## config.mk

```make
export PLATFORM = sky130hd
export DESIGN_NAME = sched_top
export DESIGN_NICKNAME = d
export VERILOG_FILES = /design/src/hdl/sched_pkg.sv /design/src/hdl/sched_credit_counter.sv /design/src/hdl/sched_age_picker.sv /design/src/hdl/sched_entry.sv /design/src/hdl/scheduler.sv /design/src/hdl/alu_exec_pipe.sv /design/src/hdl/sched_top.sv
export SDC_FILE = /design/constraint.sdc
export NUM_CORES = 1
export LEC_CHECK = 0
export BUFFER_PORTS_ARGS = -buffer_cell sky130_fd_sc_hd__buf_2
export CORE_MARGIN = 2
export CORE_UTILIZATION = 65
export CTS_BUF_LIST = sky130_fd_sc_hd__clkbuf_2 sky130_fd_sc_hd__clkbuf_4 sky130_fd_sc_hd__clkbuf_8
export CTS_CLUSTER_DIAMETER = 100
export DETAILED_ROUTE_END_ITERATION = 8
export PLACE_DENSITY = 0.83
export RECOVER_POWER = 100
export SLEW_MARGIN = 20
export SYNTH_ARGS = -nofsm -noshare
export SYNTH_HDL_FRONTEND = slang
export SYNTH_HIERARCHICAL = 1
export SYNTH_SLANG_ARGS = --single-unit
```

## constraint.sdc

```tcl
create_clock -name i_clk -period 7.86 [get_ports i_clk]
set_input_delay 2.358 -clock i_clk [delete_from_list [all_inputs] [get_ports i_clk]]
set_output_delay 2.358 -clock i_clk [all_outputs]
set_load 0.01 [all_outputs]
```

## src/hdl/sched_pkg.sv

```systemverilog
package sched_pkg;

  localparam int TAG_W    = 6;
  localparam int CMT_ID_W = 6;
  localparam int DATA_W   = 16;

  typedef logic [TAG_W-1:0]    tag_t;    // Physical register tag
  typedef logic [CMT_ID_W-1:0] cmt_id_t;
  typedef logic [DATA_W-1:0]   data_t;

  typedef enum logic [1:0] {
    OP_ADD = 2'd0,
    OP_SUB = 2'd1,
    OP_XOR = 2'd2,
    OP_AND = 2'd3
  } alu_op_t;

  typedef enum logic [1:0] {
    ST_INIT   = 2'd0,
    ST_WAIT   = 2'd1,
    ST_ISSUED = 2'd2,
    ST_DONE   = 2'd3
  } entry_state_t;

  // ------------------------------
  // Bundles
  // ------------------------------
  typedef struct packed {
    cmt_id_t cmt_id;
    alu_op_t op;
    tag_t    rd_tag;
    tag_t    rs1_tag;
    logic    rs1_ready;
    tag_t    rs2_tag;
    logic    rs2_ready;
    data_t   a;
    data_t   b;
  } disp_t;

  typedef struct packed {
    logic    valid;
    cmt_id_t cmt_id;
    alu_op_t op;
    tag_t    rd_tag;
    data_t   a;
    data_t   b;
  } issue_t;

  // Result tag broadcast
  typedef struct packed {
    logic valid;
    tag_t tag;
  } wakeup_t;

  typedef struct packed {
    logic    valid;
    cmt_id_t cmt_id;
    tag_t    rd_tag;
    data_t   result;
  } done_t;

endpackage

```

## src/hdl/sched_credit_counter.sv

```systemverilog
`timescale 1ns/1ps

module sched_credit_counter #(
  parameter int ENTRY_SIZE = 8
) (
  input  logic                          i_clk,
  input  logic                          i_reset_n,
  input  logic                          i_get_return,
  input  logic [$clog2(ENTRY_SIZE):0]   i_return_val,
  input  logic                          i_put,
  output logic                          o_cre_ret_valid,
  output logic [$clog2(ENTRY_SIZE):0]   o_cre_ret_val
);

  localparam int CNT_W = $clog2(ENTRY_SIZE) + 1;

  logic [CNT_W-1:0] r_occupancy;

  // Puts count every dispatch, flushed ones leave again through the return
  always_ff @(posedge i_clk) begin
    if (i_reset_n) begin
      r_occupancy <= '0;
    end else begin
      r_occupancy <= r_occupancy + CNT_W'(i_put) - i_return_val;
    end
  end

  // One credit message per cycle
  always_ff @(posedge i_clk) begin
    if (i_reset_n) begin
      o_cre_ret_valid <= 1'b0;
      o_cre_ret_val   <= '0;
    end else begin
      o_cre_ret_valid <= i_get_return;
      o_cre_ret_val   <= i_get_return ? i_return_val : '0;
    end
  end

  a_occupancy_max: assert property (
    @(posedge i_clk) disable iff (i_reset_n)
    r_occupancy <= CNT_W'(ENTRY_SIZE)
  ) else $error("occupancy %0d over %0d entries", r_occupancy, ENTRY_SIZE);

endmodule

```

## src/hdl/sched_age_picker.sv

```systemverilog
`timescale 1ns/1ps

module sched_age_picker #(
  parameter int ENTRY_SIZE = 8
) (
  input  logic [ENTRY_SIZE-1:0] i_ready,
  input  logic [ENTRY_SIZE-1:0] i_out_ptr_oh,
  output logic [ENTRY_SIZE-1:0] o_pick_oh
);

  localparam int IDX_W = $clog2(ENTRY_SIZE);

  logic [IDX_W-1:0]        w_ptr_idx;
  logic [2*ENTRY_SIZE-1:0] w_ready_dbl;
  logic [ENTRY_SIZE-1:0]   w_ready_rot;
  logic [ENTRY_SIZE-1:0]   w_pick_rot;
  logic [2*ENTRY_SIZE-1:0] w_pick_dbl;

  // One-hot out pointer to index
  always_comb begin
    w_ptr_idx = '0;
    for (int i = 0; i < ENTRY_SIZE; i++) begin
      if (i_out_ptr_oh[i]) begin
        w_ptr_idx = IDX_W'(i);
      end
    end
  end

  // ------------------------------
  // Rotate, pick lowest, rotate back
  // ------------------------------
  assign w_ready_dbl = {i_ready, i_ready} >> w_ptr_idx;
  assign w_ready_rot = w_ready_dbl[ENTRY_SIZE-1:0];   // Oldest now at bit 0
  assign w_pick_rot  = w_ready_rot & (~w_ready_rot + 1'b1);
  assign w_pick_dbl  = {w_pick_rot, w_pick_rot} << w_ptr_idx;
  assign o_pick_oh   = w_pick_dbl[2*ENTRY_SIZE-1:ENTRY_SIZE];

  // Pick must be a single ready entry, and present whenever any is ready
  always_comb begin
    a_pick_oh: assert (!$isunknown(i_ready) -> ($onehot0(o_pick_oh) &&
                       ((o_pick_oh & ~i_ready) == '0) &&
                       ((i_ready == '0) == (o_pick_oh == '0))))
      else $error("bad pick %b for ready %b", o_pick_oh, i_ready);
  end

endmodule

```

## src/hdl/sched_entry.sv

```systemverilog
`timescale 1ns/1ps

module sched_entry
  import sched_pkg::*;
#(
  parameter int ENTRY_SIZE = 8
) (
  input  logic    i_clk,
  input  logic    i_reset_n,
  input  logic    i_put,
  input  disp_t   i_put_data,
  input  wakeup_t i_wakeup,
  input  logic    i_picked,
  input  logic    i_pipe_done,
  input  logic    i_out_ptr_valid,
  output logic    o_entry_valid,
  output logic    o_entry_ready,
  output issue_t  o_entry,
  output logic    o_done,
  output cmt_id_t o_result_cmt_id,
  output logic    o_finish
);

  entry_state_t r_state;
  disp_t        r_entry;
  logic         r_done_pulse;

  logic w_rs1_hit_put;
  logic w_rs2_hit_put;
  logic w_rs1_hit;
  logic w_rs2_hit;

  // ------------------------------
  // Source wakeup
  // ------------------------------
  assign w_rs1_hit_put = i_wakeup.valid & (i_wakeup.tag == i_put_data.rs1_tag);
  assign w_rs2_hit_put = i_wakeup.valid & (i_wakeup.tag == i_put_data.rs2_tag);
  assign w_rs1_hit     = i_wakeup.valid & (i_wakeup.tag == r_entry.rs1_tag);
  assign w_rs2_hit     = i_wakeup.valid & (i_wakeup.tag == r_entry.rs2_tag);

  always_ff @(posedge i_clk) begin
    if (i_put) begin
      r_entry           <= i_put_data;
      r_entry.rs1_ready <= i_put_data.rs1_ready | w_rs1_hit_put;  // Same-cycle match
      r_entry.rs2_ready <= i_put_data.rs2_ready | w_rs2_hit_put;
    end else begin
      if (w_rs1_hit) begin
        r_entry.rs1_ready <= 1'b1;
      end
      if (w_rs2_hit) begin
        r_entry.rs2_ready <= 1'b1;
      end
    end
  end

  // ------------------------------
  // State machine
  // ------------------------------
  always_ff @(posedge i_clk) begin
    if (i_reset_n) begin
      r_state      <= ST_INIT;
      r_done_pulse <= 1'b0;
    end else begin
      r_done_pulse <= 1'b0;
      case (r_state)
        ST_INIT: begin
          if (i_put) begin
            r_state <= ST_WAIT;
          end
        end
        ST_WAIT: begin
          if (i_picked) begin
            r_state <= ST_ISSUED;
          end
        end
        ST_ISSUED: begin
          if (i_pipe_done) begin
            r_state      <= ST_DONE;
            r_done_pulse <= 1'b1;
          end
        end
        ST_DONE: begin
          if (i_out_ptr_valid) begin
            r_state <= ST_INIT;   // Retired in order
          end
        end
        default: r_state <= ST_INIT;
      endcase
    end
  end

  assign o_entry_valid = (r_state != ST_INIT);
  assign o_entry_ready = (r_state == ST_WAIT) & r_entry.rs1_ready & r_entry.rs2_ready;

  assign o_entry.valid  = o_entry_valid;
  assign o_entry.cmt_id = r_entry.cmt_id;
  assign o_entry.op     = r_entry.op;
  assign o_entry.rd_tag = r_entry.rd_tag;
  assign o_entry.a      = r_entry.a;
  assign o_entry.b      = r_entry.b;

  assign o_done          = r_done_pulse;
  assign o_result_cmt_id = r_entry.cmt_id;
  assign o_finish        = (r_state == ST_DONE) & i_out_ptr_valid;

endmodule

```

## src/hdl/scheduler.sv

```systemverilog
`timescale 1ns/1ps

module scheduler
  import sched_pkg::*;
#(
  parameter int ENTRY_SIZE = 8
) (
  input  logic                        i_clk,
  input  logic                        i_reset_n,
  input  logic                        i_disp_valid,
  input  disp_t                       i_disp,
  input  logic                        i_flush,
  input  logic                        i_stall,
  input  wakeup_t                     i_wakeup,
  input  logic                        i_pipe_done,
  input  logic [ENTRY_SIZE-1:0]       i_pipe_index_oh,
  input  data_t                       i_pipe_result,
  output issue_t                      o_issue,
  output logic [ENTRY_SIZE-1:0]       o_iss_index_oh,
  output done_t                       o_done_report,
  output logic                        o_cre_ret_valid,
  output logic [$clog2(ENTRY_SIZE):0] o_cre_ret_val
);

  localparam int CNT_W = $clog2(ENTRY_SIZE) + 1;

  logic [ENTRY_SIZE-1:0] r_in_ptr_oh;
  logic [ENTRY_SIZE-1:0] r_out_ptr_oh;
  logic [ENTRY_SIZE-1:0] w_entry_valid;
  logic [ENTRY_SIZE-1:0] w_entry_ready;
  logic [ENTRY_SIZE-1:0] w_entry_done;
  logic [ENTRY_SIZE-1:0] w_entry_finish;
  logic [ENTRY_SIZE-1:0] w_pick_oh;
  issue_t                w_entry [ENTRY_SIZE];
  cmt_id_t               w_entry_cmt_id [ENTRY_SIZE];
  data_t                 r_result [ENTRY_SIZE];

  logic             w_accept;
  logic             w_flush_drop;
  logic             w_finish_any;
  logic [CNT_W-1:0] w_return_val;

  assign w_accept     = i_disp_valid & ~i_flush;
  assign w_flush_drop = i_disp_valid & i_flush;
  assign w_finish_any = |w_entry_finish;

  // ------------------------------
  // In / out pointers
  // ------------------------------
  always_ff @(posedge i_clk) begin
    if (i_reset_n) begin
      r_in_ptr_oh  <= ENTRY_SIZE'(1);
      r_out_ptr_oh <= ENTRY_SIZE'(1);
    end else begin
      if (w_accept) begin
        r_in_ptr_oh <= {r_in_ptr_oh[ENTRY_SIZE-2:0], r_in_ptr_oh[ENTRY_SIZE-1]};
      end
      if (w_finish_any) begin
        r_out_ptr_oh <= {r_out_ptr_oh[ENTRY_SIZE-2:0], r_out_ptr_oh[ENTRY_SIZE-1]};
      end
    end
  end

  // Freed entry plus any dropped dispatch
  assign w_return_val = CNT_W'(w_finish_any) + CNT_W'(w_flush_drop);

  sched_credit_counter #(.ENTRY_SIZE(ENTRY_SIZE)) u_credit (
    .i_clk          (i_clk),
    .i_reset_n      (i_reset_n),
    .i_get_return   (w_finish_any | w_flush_drop),
    .i_return_val   (w_return_val),
    .i_put          (i_disp_valid),
    .o_cre_ret_valid(o_cre_ret_valid),
    .o_cre_ret_val  (o_cre_ret_val)
  );

  sched_age_picker #(.ENTRY_SIZE(ENTRY_SIZE)) u_picker (
    .i_ready     (w_entry_valid & w_entry_ready & {ENTRY_SIZE{~i_stall}}),
    .i_out_ptr_oh(r_out_ptr_oh),
    .o_pick_oh   (w_pick_oh)
  );

  for (genvar i = 0; i < ENTRY_SIZE; i++) begin : g_entry
    sched_entry #(.ENTRY_SIZE(ENTRY_SIZE)) u_entry (
      .i_clk          (i_clk),
      .i_reset_n      (i_reset_n),
      .i_put          (w_accept & r_in_ptr_oh[i]),
      .i_put_data     (i_disp),
      .i_wakeup       (i_wakeup),
      .i_picked       (w_pick_oh[i]),
      .i_pipe_done    (i_pipe_done & i_pipe_index_oh[i]),
      .i_out_ptr_valid(r_out_ptr_oh[i]),
      .o_entry_valid  (w_entry_valid[i]),
      .o_entry_ready  (w_entry_ready[i]),
      .o_entry        (w_entry[i]),
      .o_done         (w_entry_done[i]),
      .o_result_cmt_id(w_entry_cmt_id[i]),
      .o_finish       (w_entry_finish[i])
    );

    always_ff @(posedge i_clk) begin
      if (i_pipe_done && i_pipe_index_oh[i]) begin
        r_result[i] <= i_pipe_result;
      end
    end
  end

  // ------------------------------
  // Issue and done report muxes
  // ------------------------------
  always_comb begin
    o_issue       = '0;
    o_done_report = '0;
    for (int i = 0; i < ENTRY_SIZE; i++) begin
      if (w_pick_oh[i]) begin
        o_issue = issue_t'(o_issue | w_entry[i]);
      end
      if (w_entry_done[i]) begin
        o_done_report.cmt_id = o_done_report.cmt_id | w_entry_cmt_id[i];
        o_done_report.rd_tag = o_done_report.rd_tag | w_entry[i].rd_tag;
        o_done_report.result = o_done_report.result | r_result[i];
      end
    end
    o_done_report.valid = |w_entry_done;
  end

  assign o_iss_index_oh = w_pick_oh;

  a_disp_free_entry: assert property (
    @(posedge i_clk) disable iff (i_reset_n)
    w_accept |-> ((r_in_ptr_oh & w_entry_valid) == '0)
  ) else $error("dispatch into occupied entry, in_ptr %b", r_in_ptr_oh);

endmodule

```

## src/hdl/alu_exec_pipe.sv

```systemverilog
`timescale 1ns/1ps

module alu_exec_pipe
  import sched_pkg::*;
#(
  parameter int ENTRY_SIZE = 8
) (
  input  logic                  i_clk,
  input  logic                  i_reset_n,
  input  issue_t                i_issue,
  input  logic [ENTRY_SIZE-1:0] i_index_oh,
  output wakeup_t               o_wakeup,
  output logic                  o_done,
  output logic [ENTRY_SIZE-1:0] o_done_index_oh,
  output data_t                 o_result
);

  issue_t                r_s1;
  logic [ENTRY_SIZE-1:0] r_s1_index_oh;
  logic                  r_s2_valid;
  tag_t                  r_s2_tag;
  logic [ENTRY_SIZE-1:0] r_s2_index_oh;
  data_t                 r_s2_result;

  function automatic data_t alu_calc(alu_op_t op, data_t a, data_t b);
    case (op)
      OP_ADD:  return a + b;
      OP_SUB:  return a - b;
      OP_XOR:  return a ^ b;
      default: return a & b;
    endcase
  endfunction

  // Stage 1 captures the issued op
  always_ff @(posedge i_clk) begin
    r_s1          <= i_issue;
    r_s1_index_oh <= i_index_oh;
    if (i_reset_n) begin
      r_s1.valid <= 1'b0;
    end
  end

  // Stage 2 holds the result
  always_ff @(posedge i_clk) begin
    r_s2_valid    <= r_s1.valid;
    r_s2_tag      <= r_s1.rd_tag;
    r_s2_index_oh <= r_s1_index_oh;
    r_s2_result   <= alu_calc(r_s1.op, r_s1.a, r_s1.b);
    if (i_reset_n) begin
      r_s2_valid <= 1'b0;
    end
  end

  assign o_wakeup.valid  = r_s2_valid;
  assign o_wakeup.tag    = r_s2_tag;
  assign o_done          = r_s2_valid;
  assign o_done_index_oh = r_s2_index_oh;
  assign o_result        = r_s2_result;

endmodule

```

## src/hdl/sched_top.sv

```systemverilog
`timescale 1ns/1ps

module sched_top
  import sched_pkg::*;
#(
  parameter int ENTRY_SIZE = 8
) (
  input  logic                        i_clk,
  input  logic                        i_reset_n,
  input  logic                        i_disp_valid,
  input  disp_t                       i_disp,
  input  logic                        i_flush,
  input  logic                        i_stall,
  output done_t                       o_done_report,
  output logic                        o_cre_ret_valid,
  output logic [$clog2(ENTRY_SIZE):0] o_cre_ret_val
);

  issue_t                w_issue;
  logic [ENTRY_SIZE-1:0] w_iss_index_oh;
  wakeup_t               w_wakeup;
  logic                  w_pipe_done;
  logic [ENTRY_SIZE-1:0] w_pipe_index_oh;
  data_t                 w_pipe_result;

  scheduler #(.ENTRY_SIZE(ENTRY_SIZE)) u_scheduler (
    .i_clk          (i_clk),
    .i_reset_n      (i_reset_n),
    .i_disp_valid   (i_disp_valid),
    .i_disp         (i_disp),
    .i_flush        (i_flush),
    .i_stall        (i_stall),
    .i_wakeup       (w_wakeup),
    .i_pipe_done    (w_pipe_done),
    .i_pipe_index_oh(w_pipe_index_oh),
    .i_pipe_result  (w_pipe_result),
    .o_issue        (w_issue),
    .o_iss_index_oh (w_iss_index_oh),
    .o_done_report  (o_done_report),
    .o_cre_ret_valid(o_cre_ret_valid),
    .o_cre_ret_val  (o_cre_ret_val)
  );

  alu_exec_pipe #(.ENTRY_SIZE(ENTRY_SIZE)) u_alu (
    .i_clk          (i_clk),
    .i_reset_n      (i_reset_n),
    .i_issue        (w_issue),
    .i_index_oh     (w_iss_index_oh),
    .o_wakeup       (w_wakeup),
    .o_done         (w_pipe_done),
    .o_done_index_oh(w_pipe_index_oh),
    .o_result       (w_pipe_result)
  );

endmodule

```

==> run_results.csv <==
group,metric,value,unit
outcome,status,"finished, violations left",
outcome,violations,"capacitance limit, slew limit",
clock_tree,cts_hold_buf,0,
sta,relSlewSlack,-155,%
pwr,swShare,23.1,%
clock_tree,cts_tree,"done",
floorplanning,core.rowCount,82,
worst_hold_path,holdPathStages,0,
floorplanning,die_area,0.0528,mm^2
grt,grt_pass1_vias,19596,
yosys,ys.warnings.count,6,
critical_path,rrSetupSlack,1910,ps
sta,rsz0062_at_grt,"no",
pwr,p_sw,1940,uW
critical_path,worstPathArrival,7300,ps
pwr,max-vdd-ir-drop,0.000119,V
sta,fin_skew,29.0,ps
floorplanning,initial_utilization,65.9,%
sta,drv_slew,622,
placed_design,dp_hpwl,42700,um
critical_path,crit_type,"primary input to flip-flop",
yosys,postSynthAreaPerCell,13.6,um^2
pwr,p_clk_share,39.5,%
cells_and_area,final_cell_mix,"608 x edfxtp_1, 277 x a22oi_1, 130 x xor2_1",
pwr,total_leakage_power,0.0116,uW
grt,grt_max_degree,49,
cells_and_area,layout_commonest_cell,"edfxtp_1",
cells_and_area,syn_to_final_growth,1.70,%
critical_path,path_max_fanout,29,
floorplanning,num_io_pins,99,
floorplanning,die_height,230,um
drt,totalWireLength,75500,um
grt,grtUsageTotal,28.6,%
drt,vias,19403,
clock_tree,post_cts_resized,0,
critical_path,worst_ep_required_time,8500,ps
sta,period_needed,6660,ps
sta,period_share,84.8,%
critical_path,end_kind,"flip-flop",
sta,final_hold_viol_count,0,
yosys,netlist_area,0.0331,mm^2
clock_tree,clk_latency,730,ps
pwr,total_power,8380,uW
pwr,power_density,249,mW/mm^2
job,cap_violations,19,
critical_path,worst_r2r_path_depth,12,
pwr,p_seq_share,52.9,%
grt,grt_pass1_wl,114000,um
drt,firstDrtPassIters,6,
clock_tree,numCtsBuffers,107,
yosys,syn_inst,2439,
drt,drc,0,
drt,wire_per_inst,25.4,um
worst_hold_path,hp-start,"u_alu/r_s1_index_oh[2]",
pwr,pwr-share-comb,7.6,%
critical_path,worstReg2RegStart,"u_scheduler/r_out_ptr_oh[6]",
drt,via_per_inst,6.52,
worst_hold_path,hold_class,"flip-flop to flip-flop",
floorplanning,die_x,230,um
drt,dr.first_iter.drc_count,2271,
clock_tree,cts_root_buf,"clkbuf_8",
critical_path,crit_path_start_kind,"primary input",
cells_and_area,nNetsFinal,2343,
clock_tree,clk_pin_slew,60,ps
clock_tree,clock-sinks,733,
sta,setup_tns,0,ps
cells_and_area,fill_cells,3362,
clock_tree,clk_path_buf_depth,3,
clock_tree,cts_setup_buffers,0,
critical_path,r2r_end,"u_alu/r_s1[46]",
cells_and_area,layout-drive-gt1-share,11.9,%
grt,overflow,0,
grt,antenna_found_initial,8,
drt,ant_nets,0,
sta,max_slew.worst_pin.slew,3820,ps
placed_design,place_congestion,0.881,
worst_hold_path,worstHoldEndpoint,"u_alu/o_done_index_oh[2]",
pwr,intPower,6440,uW
clock_tree,h-tree-depth,3,
placed_design,place.port_buffers,98,
sta,fmax,150,MHz
floorplanning,core-area,0.0503,mm^2
sta,setup_viol,0,
==> worst max-delay path, cell delays in order <==
cell,delay [ps]
buf_2,150
nor2_1,160
a221oi_1,310
o22ai_1,150
a311oi_1,420
nand2_2,150
or3_1,470
nor4_1,390
a31oi_1,110
mux2i_1,1590
buf_4,600
a22oi_1,130
nand4_1,180
nor2b_1,130
==> flip-flops by register name (all words and copies together) (netlist names) <==
| register | cells |
|---|---|
| u_scheduler/g_entry.u_entry/r_state | 16 |
| u_scheduler/r_result | 128 |
| u_scheduler/g_entry.u_entry/o_result_cmt_id | 48 |
| u_scheduler/g_entry.u_entry/o_entry | 320 |
| u_scheduler/u_credit/o_cre_ret_valid | 1 |
| u_alu/r_s2_tag | 6 |
| u_scheduler/u_credit/o_cre_ret_val | 4 |
| u_scheduler/r_in_ptr_oh | 8 |
| u_alu/o_done_index_oh | 8 |
| u_alu/r_s1 | 41 |
| u_alu/r_s1_index_oh | 8 |
| u_scheduler/g_entry.u_entry/o_done | 8 |
| u_scheduler/g_entry.u_entry/r_entry | 112 |
| u_alu/o_done | 1 |
| u_scheduler/r_out_ptr_oh | 8 |
| u_alu/o_result | 16 |
==> power by group through the flow <==
stage	combinational (uW)	clock, uW	sequential [uW]
5_1_grt	691	3510	4440
3_3_place_gp	608	0	4500
2_1_floorplan	448	0	4480
6_report	641	3310	4430
3_5_place_dp	632	0	4510
4_1_cts	639	3350	4430
==> per-stage QoR <==
step | hold slack (ps) | worst slack [ps] | utilization (%) | cell area, um^2 | std cells
finish | 325 | 1200 | 67.0 | 33700 | 2976
detailed placement | 314 | 1620 | 62.7 | 31500 | 2774
CTS | 322 | 2410 | 67.5 | 33900 | 2974
global route | 331 | 1090 | 67.0 | 33700 | 2975
floorplan | 310 | 2440 | - | 33100 | 2440
global placement | 310 | 1800 | 62.7 | 31500 | 2774
==> layout make-up <==
cell class | count | area [um^2] | share of cell area, %
Clock buffer | 171 | 2080 | 6.19
Timing Repair Buffer | 127 | 533 | 1.58
Sequential cell | 733 | 20800 | 61.7
Multi-Input combinational cell | 1195 | 8940 | 26.5
Inverter | 47 | 185 | 0.550
Antenna cell | 2 | 5.00 | 0.0149
Tap cell | 672 | 841 | 2.50
Clock inverter | 29 | 322 | 0.955
==> how the worst max path moves through the flow <==
stage,startpoint,end,slack [ps],depth (start not counted)
floorplan,i_stall,u_alu/r_s1[46],2440,17
global placement,i_stall,u_scheduler/g_entry[3].u_entry/r_state[1],1800,15
detailed placement,i_stall,u_scheduler/g_entry[3].u_entry/r_state[0],1620,15
CTS,i_stall,u_scheduler/g_entry[3].u_entry/r_state[0],2410,15
global route,i_stall,u_alu/r_s1[46],1090,14
finish,i_stall,u_alu/r_s1[46],1200,14
==> routing by layer <==
metal	global-route usage, %	vias up	wire, um
met5	0	-	92
met4	12.5	12	3010
met3	6.13	233	7660
met2	46.2	1230	35700
met1	37.8	9571	29100
li1	-	8357	-
Note: power is estimated with default switching activity, not from simulation.
